## src/hdl/neuronPkg.sv

```systemverilog
package neuronPkg;

	localparam int DATA_W = 16;
	typedef logic signed [DATA_W-1:0] dataWord; // Two's-complement sample

	localparam int ADDR_W = 5;
	localparam int MAX_INPUTS = 16; // Size of the weight table

	localparam logic [ADDR_W-1:0] ADDR_CTRL = 5'd16;
	localparam logic [ADDR_W-1:0] ADDR_STATUS = 5'd17;
	localparam logic [ADDR_W-1:0] ADDR_RESULT = 5'd18;

	localparam int CTRL_START = 0;
	localparam int STATUS_BUSY = 0;
	localparam int STATUS_DONE = 1;

	localparam dataWord WEIGHTS [0:MAX_INPUTS-1] = '{
		-62, -393, 216, 493, 87, 381, -60, 35,
		-248, -151, -42, -191, 31, 13, -139, -163
	};

	localparam dataWord BIAS = -73;

	// Index width for a buffer of n words, never below one bit
	function automatic int idxWidth(input int n);
		return (n > 1) ? $clog2(n) : 1;
	endfunction

endpackage

```

## src/hdl/inputCounter.sv

```systemverilog
`timescale 1ns/1ps

module inputCounter import neuronPkg::*; #(
	parameter int NUM_INPUTS = 8,
	localparam int IDX_W = idxWidth(NUM_INPUTS)
) (
	input logic clk,
	input logic reset,
	input logic clear,
	input logic advance,
	output logic [IDX_W-1:0] index,
	output logic last
);

	always_ff @(posedge clk)
	begin
		if (reset)
			index <= '0;
		else if (clear)
			index <= '0;
		else if (advance)
			index <= index + 1'b1;
	end

	assign last = (index == IDX_W'(NUM_INPUTS - 1));

	// The FSM must stop advancing once last is seen
	assert property (@(posedge clk) disable iff (reset) int'(index) < NUM_INPUTS)
		else $error("input index ran past the buffer");

endmodule

```

## src/hdl/macUnit.sv

```systemverilog
`timescale 1ns/1ps

module macUnit import neuronPkg::*; (
	input logic clk,
	input logic reset,
	input logic clear,
	input logic accumulate,
	input logic finish,
	input dataWord inputWord,
	input dataWord weight,
	output dataWord result
);

	logic signed [2*DATA_W-1:0] fullProduct;
	dataWord product;
	dataWord acc;

	assign fullProduct = inputWord * weight;
	assign product = fullProduct[DATA_W-1:0]; // Keep low word only

	always_ff @(posedge clk)
	begin
		if (reset)
			acc <= '0;
		else if (clear)
			acc <= BIAS;
		else if (accumulate)
			acc <= acc + product; // Wraps at 16 bits
	end

	always_ff @(posedge clk)
	begin
		if (reset)
			result <= '0;
		else if (finish)
		begin
			if (acc[DATA_W-1])
				result <= '0; // Rectifier
			else
				result <= acc;
		end
	end

endmodule

```

## src/hdl/neuronFsm.sv

```systemverilog
`timescale 1ns/1ps

module neuronFsm (
	input logic clk,
	input logic reset,
	input logic startPulse,
	input logic last,
	output logic clear,
	output logic advance,
	output logic accumulate,
	output logic finish,
	output logic busy,
	output logic done
);

	localparam logic [2:0] ST_IDLE = 3'd0;
	localparam logic [2:0] ST_CLEAR = 3'd1;
	localparam logic [2:0] ST_ACC = 3'd2;
	localparam logic [2:0] ST_FINISH = 3'd3;
	localparam logic [2:0] ST_DONE = 3'd4;

	logic [2:0] state;
	logic [2:0] nextState;

	always_comb
	begin
		nextState = state;
		case (state)
			ST_IDLE, ST_DONE:
				if (startPulse)
					nextState = ST_CLEAR;
			ST_CLEAR:
				nextState = ST_ACC;
			ST_ACC:
				if (last)
					nextState = ST_FINISH; // Final product taken this cycle
			ST_FINISH:
				nextState = ST_DONE;
			default:
				nextState = ST_IDLE;
		endcase
	end

	always_ff @(posedge clk)
	begin
		if (reset)
			state <= ST_IDLE;
		else
			state <= nextState;
	end

	assign clear = (state == ST_CLEAR);
	assign accumulate = (state == ST_ACC);
	assign advance = (state == ST_ACC) && !last; // Step index up to the last input
	assign finish = (state == ST_FINISH);
	assign busy = (state == ST_ACC) || (state == ST_FINISH);
	assign done = (state == ST_DONE); // Held until the next start

	assert property (@(posedge clk) disable iff (reset) finish |=> done)
		else $error("finish not followed by done");

endmodule

```

## src/hdl/neuronRegs.sv

```systemverilog
`timescale 1ns/1ps

module neuronRegs import neuronPkg::*; #(
	parameter int NUM_INPUTS = 8,
	localparam int IDX_W = idxWidth(NUM_INPUTS)
) (
	input logic clk,
	input logic reset,
	input logic cyc,
	input logic stb,
	input logic we,
	input logic [ADDR_W-1:0] adr,
	input dataWord datIn,
	output dataWord datOut,
	output logic ack,
	input logic busy,
	input logic done,
	input dataWord result,
	input logic [IDX_W-1:0] index,
	output logic startPulse,
	output dataWord inputWord
);

	dataWord buffer [NUM_INPUTS];
	logic request;
	logic inBuffer;
	dataWord readWord;

	assign request = cyc && stb && !ack; // New access, not yet acknowledged
	assign inBuffer = adr < ADDR_W'(NUM_INPUTS);

	// Start takes effect at the ack edge, so the FSM sees the request cycle
	assign startPulse = request && we && (adr == ADDR_CTRL) && datIn[CTRL_START] && !busy;

	assign inputWord = buffer[index]; // Operand for the MAC

	always_comb
	begin
		readWord = '0; // Undefined addresses read zero
		if (inBuffer)
			readWord = buffer[adr[IDX_W-1:0]];
		else if (adr == ADDR_STATUS)
		begin
			readWord[STATUS_BUSY] = busy;
			readWord[STATUS_DONE] = done;
		end
		else if (adr == ADDR_RESULT)
			readWord = result;
	end

	always_ff @(posedge clk)
	begin
		if (reset)
		begin
			ack <= 1'b0;
			for (int i = 0; i < NUM_INPUTS; i++)
				buffer[i] <= '0;
		end
		else
		begin
			ack <= request; // One-shot ack
			if (request && we && inBuffer && !busy)
				buffer[adr[IDX_W-1:0]] <= datIn; // Frozen while computing
		end
	end

	always_ff @(posedge clk)
	begin
		if (request && !we)
			datOut <= readWord;
	end

	assert property (@(posedge clk) disable iff (reset) ack |=> !ack)
		else $error("ack high for two consecutive cycles");

	// A start launches a run that shows busy two cycles later
	assert property (@(posedge clk) disable iff (reset) startPulse |-> !busy ##2 busy)
		else $error("start accepted while busy or run did not begin");

endmodule

```

## src/hdl/neuronTop.sv

```systemverilog
`timescale 1ns/1ps

module neuronTop import neuronPkg::*; #(
	parameter int NUM_INPUTS = 8,
	localparam int IDX_W = idxWidth(NUM_INPUTS)
) (
	input logic clk,
	input logic reset,
	input logic cyc,
	input logic stb,
	input logic we,
	input logic [ADDR_W-1:0] adr,
	input dataWord datIn,
	output dataWord datOut,
	output logic ack
);

	logic startPulse;
	logic busy;
	logic done;
	logic clear;
	logic advance;
	logic accumulate;
	logic finish;
	logic last;
	logic [IDX_W-1:0] index;
	dataWord inputWord;
	dataWord weight;
	dataWord result;

	neuronRegs #(.NUM_INPUTS(NUM_INPUTS)) regs0 (
		.clk(clk),
		.reset(reset),
		.cyc(cyc),
		.stb(stb),
		.we(we),
		.adr(adr),
		.datIn(datIn),
		.datOut(datOut),
		.ack(ack),
		.busy(busy),
		.done(done),
		.result(result),
		.index(index),
		.startPulse(startPulse),
		.inputWord(inputWord)
	);

	neuronFsm fsm0 (
		.clk(clk),
		.reset(reset),
		.startPulse(startPulse),
		.last(last),
		.clear(clear),
		.advance(advance),
		.accumulate(accumulate),
		.finish(finish),
		.busy(busy),
		.done(done)
	);

	inputCounter #(.NUM_INPUTS(NUM_INPUTS)) counter0 (
		.clk(clk),
		.reset(reset),
		.clear(clear),
		.advance(advance),
		.index(index),
		.last(last)
	);

	weightRom #(.NUM_INPUTS(NUM_INPUTS)) rom0 (
		.index(index),
		.weight(weight)
	);

	macUnit mac0 (
		.clk(clk),
		.reset(reset),
		.clear(clear),
		.accumulate(accumulate),
		.finish(finish),
		.inputWord(inputWord),
		.weight(weight),
		.result(result)
	);

endmodule

```

## src/hdl/weightRom.sv

```systemverilog
`timescale 1ns/1ps

module weightRom import neuronPkg::*; #(
	parameter int NUM_INPUTS = 8,
	localparam int IDX_W = idxWidth(NUM_INPUTS)
) (
	input logic [IDX_W-1:0] index,
	output dataWord weight
);

	if (NUM_INPUTS < 1 || NUM_INPUTS > MAX_INPUTS)
	begin : gBadCount
		$error("NUM_INPUTS must lie between 1 and MAX_INPUTS");
	end

	assign weight = WEIGHTS[index]; // Constant table, no latency

endmodule

```

## config.mk

```make
export PLATFORM = sky130hd
export DESIGN_NAME = neuronTop
export DESIGN_NICKNAME = d
export VERILOG_FILES = /design/src/hdl/neuronPkg.sv /design/src/hdl/inputCounter.sv /design/src/hdl/macUnit.sv /design/src/hdl/neuronFsm.sv /design/src/hdl/neuronRegs.sv /design/src/hdl/neuronTop.sv /design/src/hdl/weightRom.sv
export SDC_FILE = /design/constraint.sdc
export NUM_CORES = 1
export LEC_CHECK = 0
export BUFFER_PORTS_ARGS = -buffer_cell sky130_fd_sc_hd__buf_2
export CAP_MARGIN = 25
export CORE_MARGIN = 3
export CORE_UTILIZATION = 64
export DETAILED_ROUTE_END_ITERATION = 6
export PLACE_DENSITY = 0.82
export SLEW_MARGIN = 10
export SYNTH_ARGS = -nofsm -noshare
export SYNTH_HDL_FRONTEND = slang
export SYNTH_SLANG_ARGS = --single-unit
```

## constraint.sdc

```tcl
create_clock -name clk -period 8.66 [get_ports clk]
set_clock_uncertainty 0.15 [all_clocks]
set_input_delay 0.433 -clock clk [delete_from_list [all_inputs] [get_ports clk]]
set_output_delay 0.433 -clock clk [all_outputs]
set_load 0.1 [all_outputs]
```

Word level (Yosys, flattened, before mapping) --
Memories as Yosys holds them, arrays and structs flattened. A register that Yosys moved wholly into a read port is not among the register bits. Index checks and enable logic that the tools add are counted.
Operators by class: equality and inequality tests 10, reductions and logical operators 21, multiply operators 1, muxes and demuxes 22, $add $sub $neg 2, bitwise operators 1, divide/modulo/power cells 0, shift-type cells 0, $lt $le $gt $ge 2
Operators by type and width (count):
- two-way mux 16 bit | 7
- adder 16 bit | 1
- multiplier 16 x 16 -> 16 bit | 1
- OR reduction 16 bit | 1
- == test 5 bit (second input constant) | 3
- two-way mux 15 bit | 1
- two-way mux 3 bit | 5
- two-way mux 14 bit | 1
- case mux 3 bit (4 select lines) | 1
- logical AND 1 bit | 10
- == test 3 x 2 -> 1 bit (second input constant) | 2
- == test 3 bit (second input constant) | 2
- two-way mux 1 bit | 6
- >= comparator 4 x 5 -> 1 bit (second input constant) | 1
- less-than comparator 5 x 4 -> 1 bit (second input constant) | 1
- zero test 1 bit | 4
- inequality test 2 x 1 -> 1 bit (second input constant) | 2
- inverter 3 -> 4 bit | 1
- OR reduction 2 bit | 2
- adder 3 x 1 -> 3 bit (second input constant) | 1
- == test 3 x 1 -> 1 bit (second input constant) | 1
- zero test 3 bit | 1
- two-way mux 2 bit | 1
- AND reduction 2 bit | 1
- 2 further kinds | 2
Word-level totals: latch bits 0, output and inout port bits 17, bits of input ports 26, logic and storage cells 68, bits in read-only memories 256, register bits 55, memory bits (writable) 128, memories kept 2
Memory list:
- (name not given) | words 16, bits a word 16, rd ports 1, clocked after Yosys merged registers in 0, wr ports 0, line weightRom.sv:16 | assign weight = WEIGHTS[index];
- regs0.buffer | words 8, bits a word 16, rd ports 2, clocked after Yosys merged registers in 1, wr ports 8, line neuronRegs.sv:24 | dataWord buffer [NUM_INPUTS];

Logic depth before layout (Yosys ltp) --
Gate-level depths: netlist (run 1).
word-level depth 10, mapped depth 30, mapped depth without buffers 26

By module --
Synthesis (run 1) repeated with hierarchy kept, for this count alone.
Second synthesis, totals: cell total of the unflattened synthesis 1313, area, all modules 14281.2 µm²
Modules (own cells, without submodules):
- neuronRegs | area each 7871.3 µm², cells an instance 570, seq. area each 4344.2 µm², instances 1
- macUnit | area each 5879.4 µm², cells an instance 686, seq. area each 620.6 µm², instances 1
- weightRom | area each 211.5 µm², cells an instance 27, seq. area each 0.0 µm², instances 1
- neuronFsm | area each 185.2 µm², cells an instance 19, seq. area each 60.1 µm², instances 1
- inputCounter | area each 133.9 µm², cells an instance 11, seq. area each 60.1 µm², instances 1

Least setup slack after synthesis (run 1) --
No wires, ideal clock.
path kind register -> register, start reg counter0.index[0], end reg mac0.acc[15], library setup time 0.079 ns, stages on the path, launching flop included 26, arrival time 6.361 ns, path buffers 2, clock period less this slack 6.590 ns, slack 2.070 ns, required time 8.431 ns, cells stage by stage dfxtp_1 > inv_1 > clkbuf_1 > ha_1 > a21oi_1 > clkbuf_1 > nor2_1 > fa_1 > inv_1 > fa_1 > fa_1 > inv_1 > fa_1 > inv_1 > fa_1 > fa_1 > xnor2_1 > xnor2_1 > xnor2_1 > xnor2_1 > xnor2_1 > xnor2_1 > xnor3_1 > xnor2_1 > xnor2_1 > a211oi_2
Between the ends: word-level cells in the longest chain between the ends 8
Ends and longest elaborated chain:
- start, declared | line inputCounter.sv:11 | output logic [IDX_W-1:0] index,
- start signal, assigned | line inputCounter.sv:22 | index <= index + 1'b1;
- inverter 3 -> 4 bit (not written as such) | line weightRom.sv:16
- memory (16 x 16 bit)
- two-way mux 16 bit (not written as such) (2 in a row) | line weightRom.sv:16
- multiplier 16 x 16 -> 16 bit | line macUnit.sv:18 | assign fullProduct = inputWord * weight;
- adder 16 bit | line macUnit.sv:28 | acc <= acc + product;
- two-way mux 16 bit | line macUnit.sv:27 | else if (accumulate)
- two-way mux 16 bit | line macUnit.sv:25 | else if (clear)
- end signal, assigned | line macUnit.sv:28
- end, declared | line macUnit.sv:16 | dataWord acc;
Every way passes these cells. The select of a mux whose other input is x is not followed. A chain may end at the register's enable or synchronous reset.

==> results of run 1 <==
## worst max-delay path, stage by stage (launching register included)
cell,delay [ps]
dfxtp_1,800
buf_4,320
mux4_2,320
mux2i_1,880
buf_4,280
nor2_1,60
ha_1,340
inv_1,50
fa_1,500
inv_1,40
ha_1,270
ha_1,270
inv_1,50
fa_1,480
inv_1,60
ha_1,270
a21o_1,180
a21oi_1,220
o21bai_1,110
a21oi_1,230
nor2b_1,80
o21a_1,190
o31a_1,280
o41ai_1,460
nor2_1,110
a2111oi_0,340
## synth_stat cells, drive strengths merged, types with 2 or more instances
cell type  count  area share (%)
inv          177             4.9
a22oi         21             1.2
nor3b         16            0.89
a31oi          6            0.28
nor2b          8            0.37
buf           15            0.78
a21o           2            0.11
nand3          6            0.22
xnor2         38             2.5
or2           33             1.5
edfxtp       144              32
clkbuf        48             1.3
mux2i         43             3.3
nand2b         6            0.28
o21a           3            0.17
nor3           7            0.26
nand4          3            0.14
dfxtp         41             6.1
o21ai         43             1.6
a21oi         47             1.7
nor2         137             3.8
nand2         49             1.4
a211oi         4            0.26
ha            71             6.6
mux2          12             1.0
mux4          34             5.7
xor2           5            0.32
a221oi         9            0.58
nand3b         2            0.11
fa            93              14
o22ai          2           0.092
o21bai         3            0.17
and2         130             6.0
and3           2           0.092
## worst paths after layout
path / startpoint / to
min reg2reg: mac0.acc[6]$_SDFFE_PP0P_ / mac0.acc[6]$_SDFFE_PP0P_
max reg2reg: register / mac0.acc[14]$_SDFFE_PP0P_
min: adr[3] / regs0.datOut[0]$_DFFE_PP_
max: register / mac0.acc[14]$_SDFFE_PP0P_
## cells by family after synthesis
logic type	synth area share [%]
AND/OR/NAND/NOR	15.3
flip-flops	37.9
AO/OA/AOI/OAI	6.56
adder cells (fa/ha/maj)	20.3
multiplexers	9.94
buffers and inverters	7.01
XOR/XNOR	3.00
## cell type report
cell class	count	share of cell area (%)
Timing Repair Buffer	69	2.82
Clock inverter	15	1.45
Sequential cell	185	35.1
Clock buffer	17	2.90
Inverter	177	4.53
Tap cell	270	2.30
Multi-Input combinational cell	845	50.9
## sequential cells by signal (all words and copies together) (netlist names), named ones only
register,count
regs0.buffer,128
fsm0.state,3
mac0.acc,16
regs0.ack,1
regs0.datOut,16
mac0.result,15
counter0.index,3
## power groups by stage
stage	Combinational [µW]	Sequential, µW	Clock, µW
after floorplan	2300	1050	0
after global placement	2780	1070	0
after detailed placement	2910	1070	0
after CTS	2930	1050	833
after global routing	3290	1060	872
final	2960	1050	837
## layer usage
| layer | up-vias | global-route usage [%] |
|---|---|---|
| met2 | 574 | 56.4 |
| met5 | - | 0 |
| met3 | 123 | 5.86 |
| li1 | 4280 | - |
| met1 | 4773 | 40.8 |
| met4 | 0 | 13.3 |
## metrics by stage
stage,hold WS (ps),setup slack [ps]
5_1_grt,157,923
4_1_cts,145,1330
2_1_floorplan,294,2070
3_5_place_dp,318,1370
6_report,155,1170
3_3_place_gp,312,1510
==> flow_metrics.tcl, run 1 <==
set metrics [dict create \
    vias 9750 \
    min_period_ps 7490 \
    chipHeight_um 152 \
    topRoutingLayerUsed "met4" \
    arrival_ps 7650 \
    cts_tree "done" \
    ys_ff_latch 185 \
    finalNonFillerCells 1578 \
    clock-root-buffer "clkbuf_16" \
    pwr-share-clk_pct 17.3 \
    end_kind "register" \
    layout_common_cells "inv_1, edfxtp_1, nor2_1" \
    io_pins 43 \
    gp_congestion 0.924 \
    seq_area_um2 5150 \
    synth_edf_count 144 \
    wl_per_cell_um 22.6 \
    area_growth_pct 8.17 \
    maxCapViolations 0 \
    synth_warnings 0 \
    hold_depth 2 \
    p_int_uw 2740 \
    comb_power_share_pct 61.0 \
    layout-drive-gt1-share_pct 14.4 \
    syn_avg_cell_area_um2 10.7 \
    drv_slew 0 \
    syn-cell-area_um2 13600 \
    dpl-instance-area_um2 14000 \
    nNetsFinal 1485 \
    grt.overflow.total 0 \
    rr_worst_depth 25 \
    hold_class "in -> reg" \
    setup_viol 0 \
    rsz0062_at_grt "no" \
    p_switching_uw 2100 \
    reg2reg_slack_ps 1170 \
    critPathMaxFanout 13 \
    dr.pass1.iters 5 \
    grt_usage_pct 32.6 \
    fin_util_pct 71.6 \
    dp_hpwl_mm 24.5 \
    cts_hold_repair.buffers 0 \
    leakage_uw 0.00612 \
    htreeDepth 4 \
    grt_pass1_wl_mm 55.5 \
    worst-slew-pin-transition_ps 1110 \
    cts_buffers 17 \
    rows 52 \
    max_freq_mhz 134 \
    die_w_um 152 \
    core_area_um2 20500 \
    viasPerCell 6.18 \
    p_per_area_nw_per_um2 330 \
    worstSetupPathType "reg -> reg" \
    grt_max_degree 50 \
    place_inst 1545 \
    tns_ps 0 \
    fin_crit_sh_pct 86.5 \
    clk_path_buf_depth 2 \
    clock_sinks 185 \
    hold_viol_final 0 \
    status "complete, no violations" \
    post-cts-setup-buffers 0 \
    port_buffers 42 \
    ir_drop_uv 387 \
    synth_flop_cell "edfxtp_1" \
    cp.required_ps 8830 \
    switching_share_pct 43.4 \
    grt_pass1_vias 10100 \
    startpoint_type "register" \
    ant_nets 0 \
    timing.slew.headroom_pct 23.7 \
    yosysSeqAreaShare_pct 37.9 \
    grt_antenna_before_repair 0 \
    total_power_uw 4850 \
    p_seq_share_pct 21.7 \
    drc 0 \
    drt_first_iter_violations 1118 \
    clkSlewWorstSetupHoldPaths_ps 80 \
    dr_wl_met2_mm 18.0 \
    ys_types 56 \
    syn_nets 1460 \
    cts_resized 0 \
    die_area_um2 23000 \
    final_area_um2 14700 \
    mostFrequentLayoutCell "inv_1" \
    met1Wirelength_mm 13.1 \
    dr_wl_met3_mm 3.20 \
    antenna_cells 0 \
    finalWirelength_mm 35.7 \
    nFillCells 1475 \
    start_util_pct 66.2 \
    multiInputGateArea_um2 7470 \
    clk_latency_ps 450 \
    synth_cells 1270 \
    async_reset_ff_share_pct 0 \
]
Power figures use the tool's default switching activity.
==> run 2: changes to the inputs <==
--- a/config.mk
+++ b/config.mk
@@ -7,6 +7,7 @@
 export LEC_CHECK = 0
 export BUFFER_PORTS_ARGS = -buffer_cell sky130_fd_sc_hd__buf_2
 export CAP_MARGIN = 25
+export CORE_ASPECT_RATIO = 0.7
 export CORE_MARGIN = 3
 export CORE_UTILIZATION = 64
 export DETAILED_ROUTE_END_ITERATION = 6
==> run 2 against run 1 <==
- clock-buffer cell count increased by 7
- clock power decreased by 3.8%
- sequential cell count unchanged
- routed wire length decreased by 0.83%
- core utilization increased by 0.55 points
- non-clock buffer count decreased by 5
- critical endpoint is now mac0.acc[15]$_SDFFE_PP0P_
- largest power group unchanged
==> flow_metrics.tcl, run 2 (synthesis results as in run 1) <==
set metrics [dict create \
    clkSlewWorstSetupHoldPaths_ps 80 \
    dpl-instance-area_um2 14000 \
    core_area_um2 20300 \
    grt_antenna_before_repair 0 \
    ir_drop_uv 429 \
    die_w_um 180 \
    drt_first_iter_violations 1512 \
    hold_viol_final 0 \
    use_met3_pct 9.64 \
    clock_sinks 185 \
    grt.overflow.total 0 \
    clk_latency_ps 440 \
    reg_top3 "regs0.buffer: 128 flops, mac0.acc: 16 flops, regs0.datOut: 16 flops" \
    critPathMaxFanout 14 \
    gr-usage-met1_pct 45.9 \
    post-cts-setup-buffers 0 \
    crit_top_cell "xnor2_1" \
    fin_util_pct 72.1 \
    die_area_um2 23000 \
    p_per_area_nw_per_um2 325 \
    worst-slew-pin-transition_ps 1050 \
    area_growth_pct 7.87 \
    hold_start "adr[3]" \
    clock-root-buffer "clkbuf_16" \
    cp.required_ps 8870 \
    rr_worst_depth 23 \
    cpPeakStageDelay_ps 900 \
    rsz0062_at_grt "no" \
    worst-path-buf-inv 3 \
    largest_reg_flops 128 \
    hold_depth 2 \
    viasPerCell 6.25 \
    port_buffers 42 \
    seq_area_um2 5150 \
    cts_tree "done" \
    hold_class "in -> reg" \
    min_period_ps 7410 \
    drv_slew 0 \
    ant_nets 0 \
    grt_max_degree 50 \
    wl_per_cell_um 22.5 \
    slowest_stage "nor2b_2" \
    clk_path_buf_depth 2 \
    fin_crit_sh_pct 85.6 \
    chipHeight_um 128 \
    setup_viol 0 \
    vias 9831 \
    hold_end "regs0.datOut[0]$_DFFE_PP_" \
    finalWirelength_mm 35.4 \
    worstSetupPathType "reg -> reg" \
    arrival_ps 7630 \
    grt_pass1_wl_mm 55.8 \
    rows 43 \
    maxCapViolations 0 \
    leakage_uw 0.00608 \
    layout-drive-gt1-share_pct 14.1 \
    grt_usage_pct 31.8 \
    final_area_um2 14600 \
    end_kind "register" \
    nFillCells 1389 \
    io_pins 43 \
    mostFrequentLayoutCell "inv_1" \
    nNetsFinal 1480 \
    status "complete, no violations" \
    fin_hold_ws_ps 198 \
    dr.pass1.iters 5 \
    cts_hold_repair.buffers 0 \
    timing.slew.headroom_pct 29.8 \
    tns_ps 0 \
    start_util_pct 66.8 \
    layout_common_cells "inv_1, edfxtp_1, nor2_1" \
    cts_buffers 17 \
    top_register "regs0.buffer" \
    htreeDepth 4 \
    gp_congestion 0.925 \
    multiInputGateArea_um2 7480 \
    crit_chain "nor2b_2, a22oi_1, o21ai_1, nor2_1, fa_1, inv_1, fa_1, fa_1, inv_1, fa_1, inv_1, fa_1, fa_1, xnor2_1, xnor2_1, xnor2_1, xnor2_1, xnor2_1, xnor2_1, xnor3_1, xnor2_1, xnor2_1, a211oi_2" \
    startpoint_type "register" \
    reg2reg_slack_ps 1250 \
    met2_usage_pct 47.8 \
    antenna_cells 0 \
    drc 0 \
    grt.busiest_layer "met2" \
    crit_family "adder cells" \
    grt_pass1_vias 9746 \
    r2r_end "mac0.acc[15]$_SDFFE_PP0P_" \
    cts_resized 0 \
    dp_hpwl_mm 24.6 \
    max_freq_mhz 135 \
]
-- run 2: cell type report --
cell class	instances	share of cell area, %
Clock buffer	24	3.59
Clock inverter	8	0.547
Inverter	177	4.54
Multi-Input combinational cell	845	51.1
Sequential cell	185	35.2
Tap cell	270	2.31
Timing Repair Buffer	64	2.68
-- run 2: routing by layer --
metal  part of all wire, %  up-vias
li1                      -     4268
met1                    41     4791
met2                    43      701
met3                    13       71
met4                   2.3        0
met5                     0        -
-- run 2: stage by stage --
stage,power [µW],setup slack [ps],std cells
2_1_floorplan,3350,2070,1270
3_3_place_gp,3860,1120,1539
3_5_place_dp,3930,1400,1540
4_1_cts,4740,1370,1572
5_1_grt,5220,905,1573
6_report,4750,1250,1573
-- run 2: worst max-delay path by stage --
stage	start	endpoint	slack [ps]	depth (start not counted)
final	register	mac0.acc[15]$_SDFFE_PP0P_	1250	23
after global routing	register	mac0.acc[15]$_SDFFE_PP0P_	910	23
after CTS	register	mac0.acc[15]$_SDFFE_PP0P_	1370	23
after detailed placement	register	mac0.acc[15]$_SDFFE_PP0P_	1400	23
after global placement	register	mac0.acc[15]$_SDFFE_PP0P_	1120	23
after floorplan	counter0.index[0]$_SDFFE_PP0P_	mac0.acc[15]$_SDFFE_PP0P_	2070	25
-- run 2: where the power goes --
part | total (µW) | leakage, µW | switching, µW | internal (µW)
clock network | 805 | 0.000290 | 347 | 458
registers | 1060 | 0.00180 | 58.7 | 999
logic | 2890 | 0.00398 | 1580 | 1310
==> run 3: changes to the inputs <==
--- a/config.mk
+++ b/config.mk
@@ -9,9 +9,9 @@
 export CAP_MARGIN = 25
 export CORE_ASPECT_RATIO = 0.7
 export CORE_MARGIN = 3
-export CORE_UTILIZATION = 64
+export CORE_UTILIZATION = 65
 export DETAILED_ROUTE_END_ITERATION = 6
-export PLACE_DENSITY = 0.82
+export PLACE_DENSITY = 0.83
 export SLEW_MARGIN = 10
 export SYNTH_ARGS = -nofsm -noshare
 export SYNTH_HDL_FRONTEND = slang
==> constraint.sdc (replaced) <==
create_clock -name clk -period 9.37 [get_ports clk]
set_clock_uncertainty 0.15 [all_clocks]
set_input_delay 0.4685 -clock clk [delete_from_list [all_inputs] [get_ports clk]]
set_output_delay 0.4685 -clock clk [all_outputs]
set_load 0.1 [all_outputs]
==> run 3 against run 2 <==
- combinational power down 6%
- sequential share of layout area decreased by 0.066 points
- power decreased by 5.1%
- global-route usage increased by 0.67 points
- largest power group unchanged
==> flow_metrics.tcl, run 3 (synthesis results as in run 1) <==
set metrics [dict create \
    status "complete, no violations" \
    max_freq_mhz 132 \
    gp_congestion 0.973 \
    dr_wl_met3_mm 4.68 \
    setup_viol 0 \
    crit_top_cell "fa_1" \
    core_area_um2 20100 \
    worst-slew-pin-transition_ps 1070 \
    drv_slew 0 \
    chipHeight_um 127 \
    arrival_ps 7760 \
    dr.pass1.iters 5 \
    fin_ws_ps 1780 \
    critPathMaxFanout 20 \
    timing.slew.headroom_pct 28.2 \
    dp_hpwl_mm 24.7 \
    cts_tree "done" \
    grt.overflow.total 0 \
    drt_first_iter_violations 1365 \
    crit_chain "buf_4, mux4_2, o21ai_1, nor2_1, fa_1, fa_1, ha_1, fa_1, inv_1, fa_1, fa_1, inv_1, ha_1, nor2b_1, o21a_1, o31a_1, o41ai_1, nor2_1, a2111oi_0" \
    met1Wirelength_mm 14.3 \
    maxCapViolations 0 \
    p_seq_share_pct 21.7 \
    top_register "regs0.buffer" \
    startpoint_type "register" \
    clk_latency_ps 440 \
    post-cts-setup-buffers 0 \
    ant_nets 0 \
    tns_ps 0 \
    p_switching_uw 1900 \
    wl_per_cell_um 22.3 \
    reg_top3 "regs0.buffer: 128 flops, mac0.acc: 16 flops, regs0.datOut: 16 flops" \
    rsz0062_at_grt "no" \
    p_int_uw 2610 \
    layout_common_cells "inv_1, edfxtp_1, nor2_1" \
    hold_class "in -> reg" \
    topRoutingLayerUsed "met4" \
    port_buffers 42 \
    finalWirelength_mm 35.2 \
    worstSetupPathType "reg -> reg" \
    die_area_um2 22700 \
    grt_usage_pct 32.5 \
    clock_sinks 185 \
    end_kind "register" \
    multiInputGateArea_um2 7470 \
    dpl_worst_slack_ps 1950 \
    final_area_um2 14700 \
    dr_wl_met2_mm 15.5 \
    vias 9890 \
    switching_share_pct 42.1 \
    clk_path_buf_depth 2 \
    grt_max_degree 50 \
    layout-drive-gt1-share_pct 14.1 \
    viasPerCell 6.28 \
    nFillCells 1376 \
    p_per_area_nw_per_um2 308 \
    hold_viol_final 0 \
    start_util_pct 67.4 \
    drc 0 \
    slowest_stage "o21ai_1" \
    cts_hold_repair.buffers 0 \
    grt_pass1_wl_mm 55.1 \
    io_pins 43 \
    clock-root-buffer "clkbuf_16" \
    cts_resized 0 \
    mostFrequentLayoutCell "inv_1" \
    ir_drop_uv 464 \
    cp.required_ps 9540 \
    die_w_um 179 \
    largest_reg_flops 128 \
    rows 43 \
    total_power_uw 4510 \
    comb_power_share_pct 60.5 \
    dpl-instance-area_um2 14000 \
    area_growth_pct 8.07 \
    pwr-share-clk_pct 17.8 \
    worst-path-buf-inv 3 \
    seq_area_um2 5150 \
    min_period_ps 7590 \
    crit_family "adder cells" \
    grt_antenna_before_repair 0 \
    nNetsFinal 1481 \
    cpPeakStageDelay_ps 820 \
    clkSlewWorstSetupHoldPaths_ps 70 \
    grt_pass1_vias 9772 \
    cts_buffers 17 \
    leakage_uw 0.00610 \
    fin_crit_sh_pct 81.0 \
    htreeDepth 4 \
]
-- run 3: changes by cell type in the layout (fill, tap and decap cells not counted), moves of 2 or more --
cell	change
bufinv_16	+4
clkbuf_1	-2
clkbuf_16	-3
inv_6	+2
-- run 3: worst paths after layout --
kind / start / to / slack [ps] / cells past startpoint
worst max register to register: register / mac0.acc[14]$_SDFFE_PP0P_ / 1780 / 19
worst min-delay path: adr[3] / regs0.datOut[0]$_DFFE_PP_ / 200 / 2
worst min register to register: fsm0.state[2]$_SDFFE_PP0P_ / fsm0.state[1]$_SDFFE_PP0P_ / 350 / 1
worst max-delay path: register / mac0.acc[14]$_SDFFE_PP0P_ / 1780 / 19
-- run 3: worst reg2reg max path, cell delays in order (launching register included) --
cell and delay, ps:
dfxtp_2 760, buf_4 420, mux4_2 570, o21ai_1 820, nor2_1 180, fa_1 550
fa_1 430, ha_1 210, fa_1 490, inv_1 60, fa_1 490, fa_1 490
inv_1 40, ha_1 310, nor2b_1 150, o21a_1 200, o31a_1 280, o41ai_1 460
nor2_1 100, a2111oi_0 330
-- run 3: per-layer routing --
| metal | up-vias | track usage [%] |
|---|---|---|
| met5 | - | 0 |
| met4 | 0 | 8.61 |
| met3 | 75 | 9.46 |
| met2 | 665 | 47.8 |
| met1 | 4862 | 47.8 |
| li1 | 4288 | - |
-- run 3: area by class of cell --
cell class	count	area share (%)
clock inverter	14	1.49
timing repair buffer	65	2.62
multi-input combinational	845	51.0
antenna	1	0.0171
inverter	177	4.53
clock buffer	18	2.93
sequential	185	35.1
tap	270	2.31
-- run 3: power by group through the flow --
stage | clock (µW) | sequential (µW) | combinational (µW)
final | 802 | 978 | 2730
after global routing | 835 | 980 | 3090
after CTS | 803 | 975 | 2720
after detailed placement | 0 | 993 | 2690
after global placement | 0 | 990 | 2620
after floorplan | 0 | 971 | 2120
-- run 3: through the flow --
step | cells | util [%] | hold slack (ps)
final | 1575 | 72.8 | 205
after global routing | 1574 | 72.8 | 204
after CTS | 1573 | 72.8 | 183
after detailed placement | 1541 | 69.6 | 331
after global placement | 1540 | 69.5 | 317
after floorplan | 1270 | - | 294
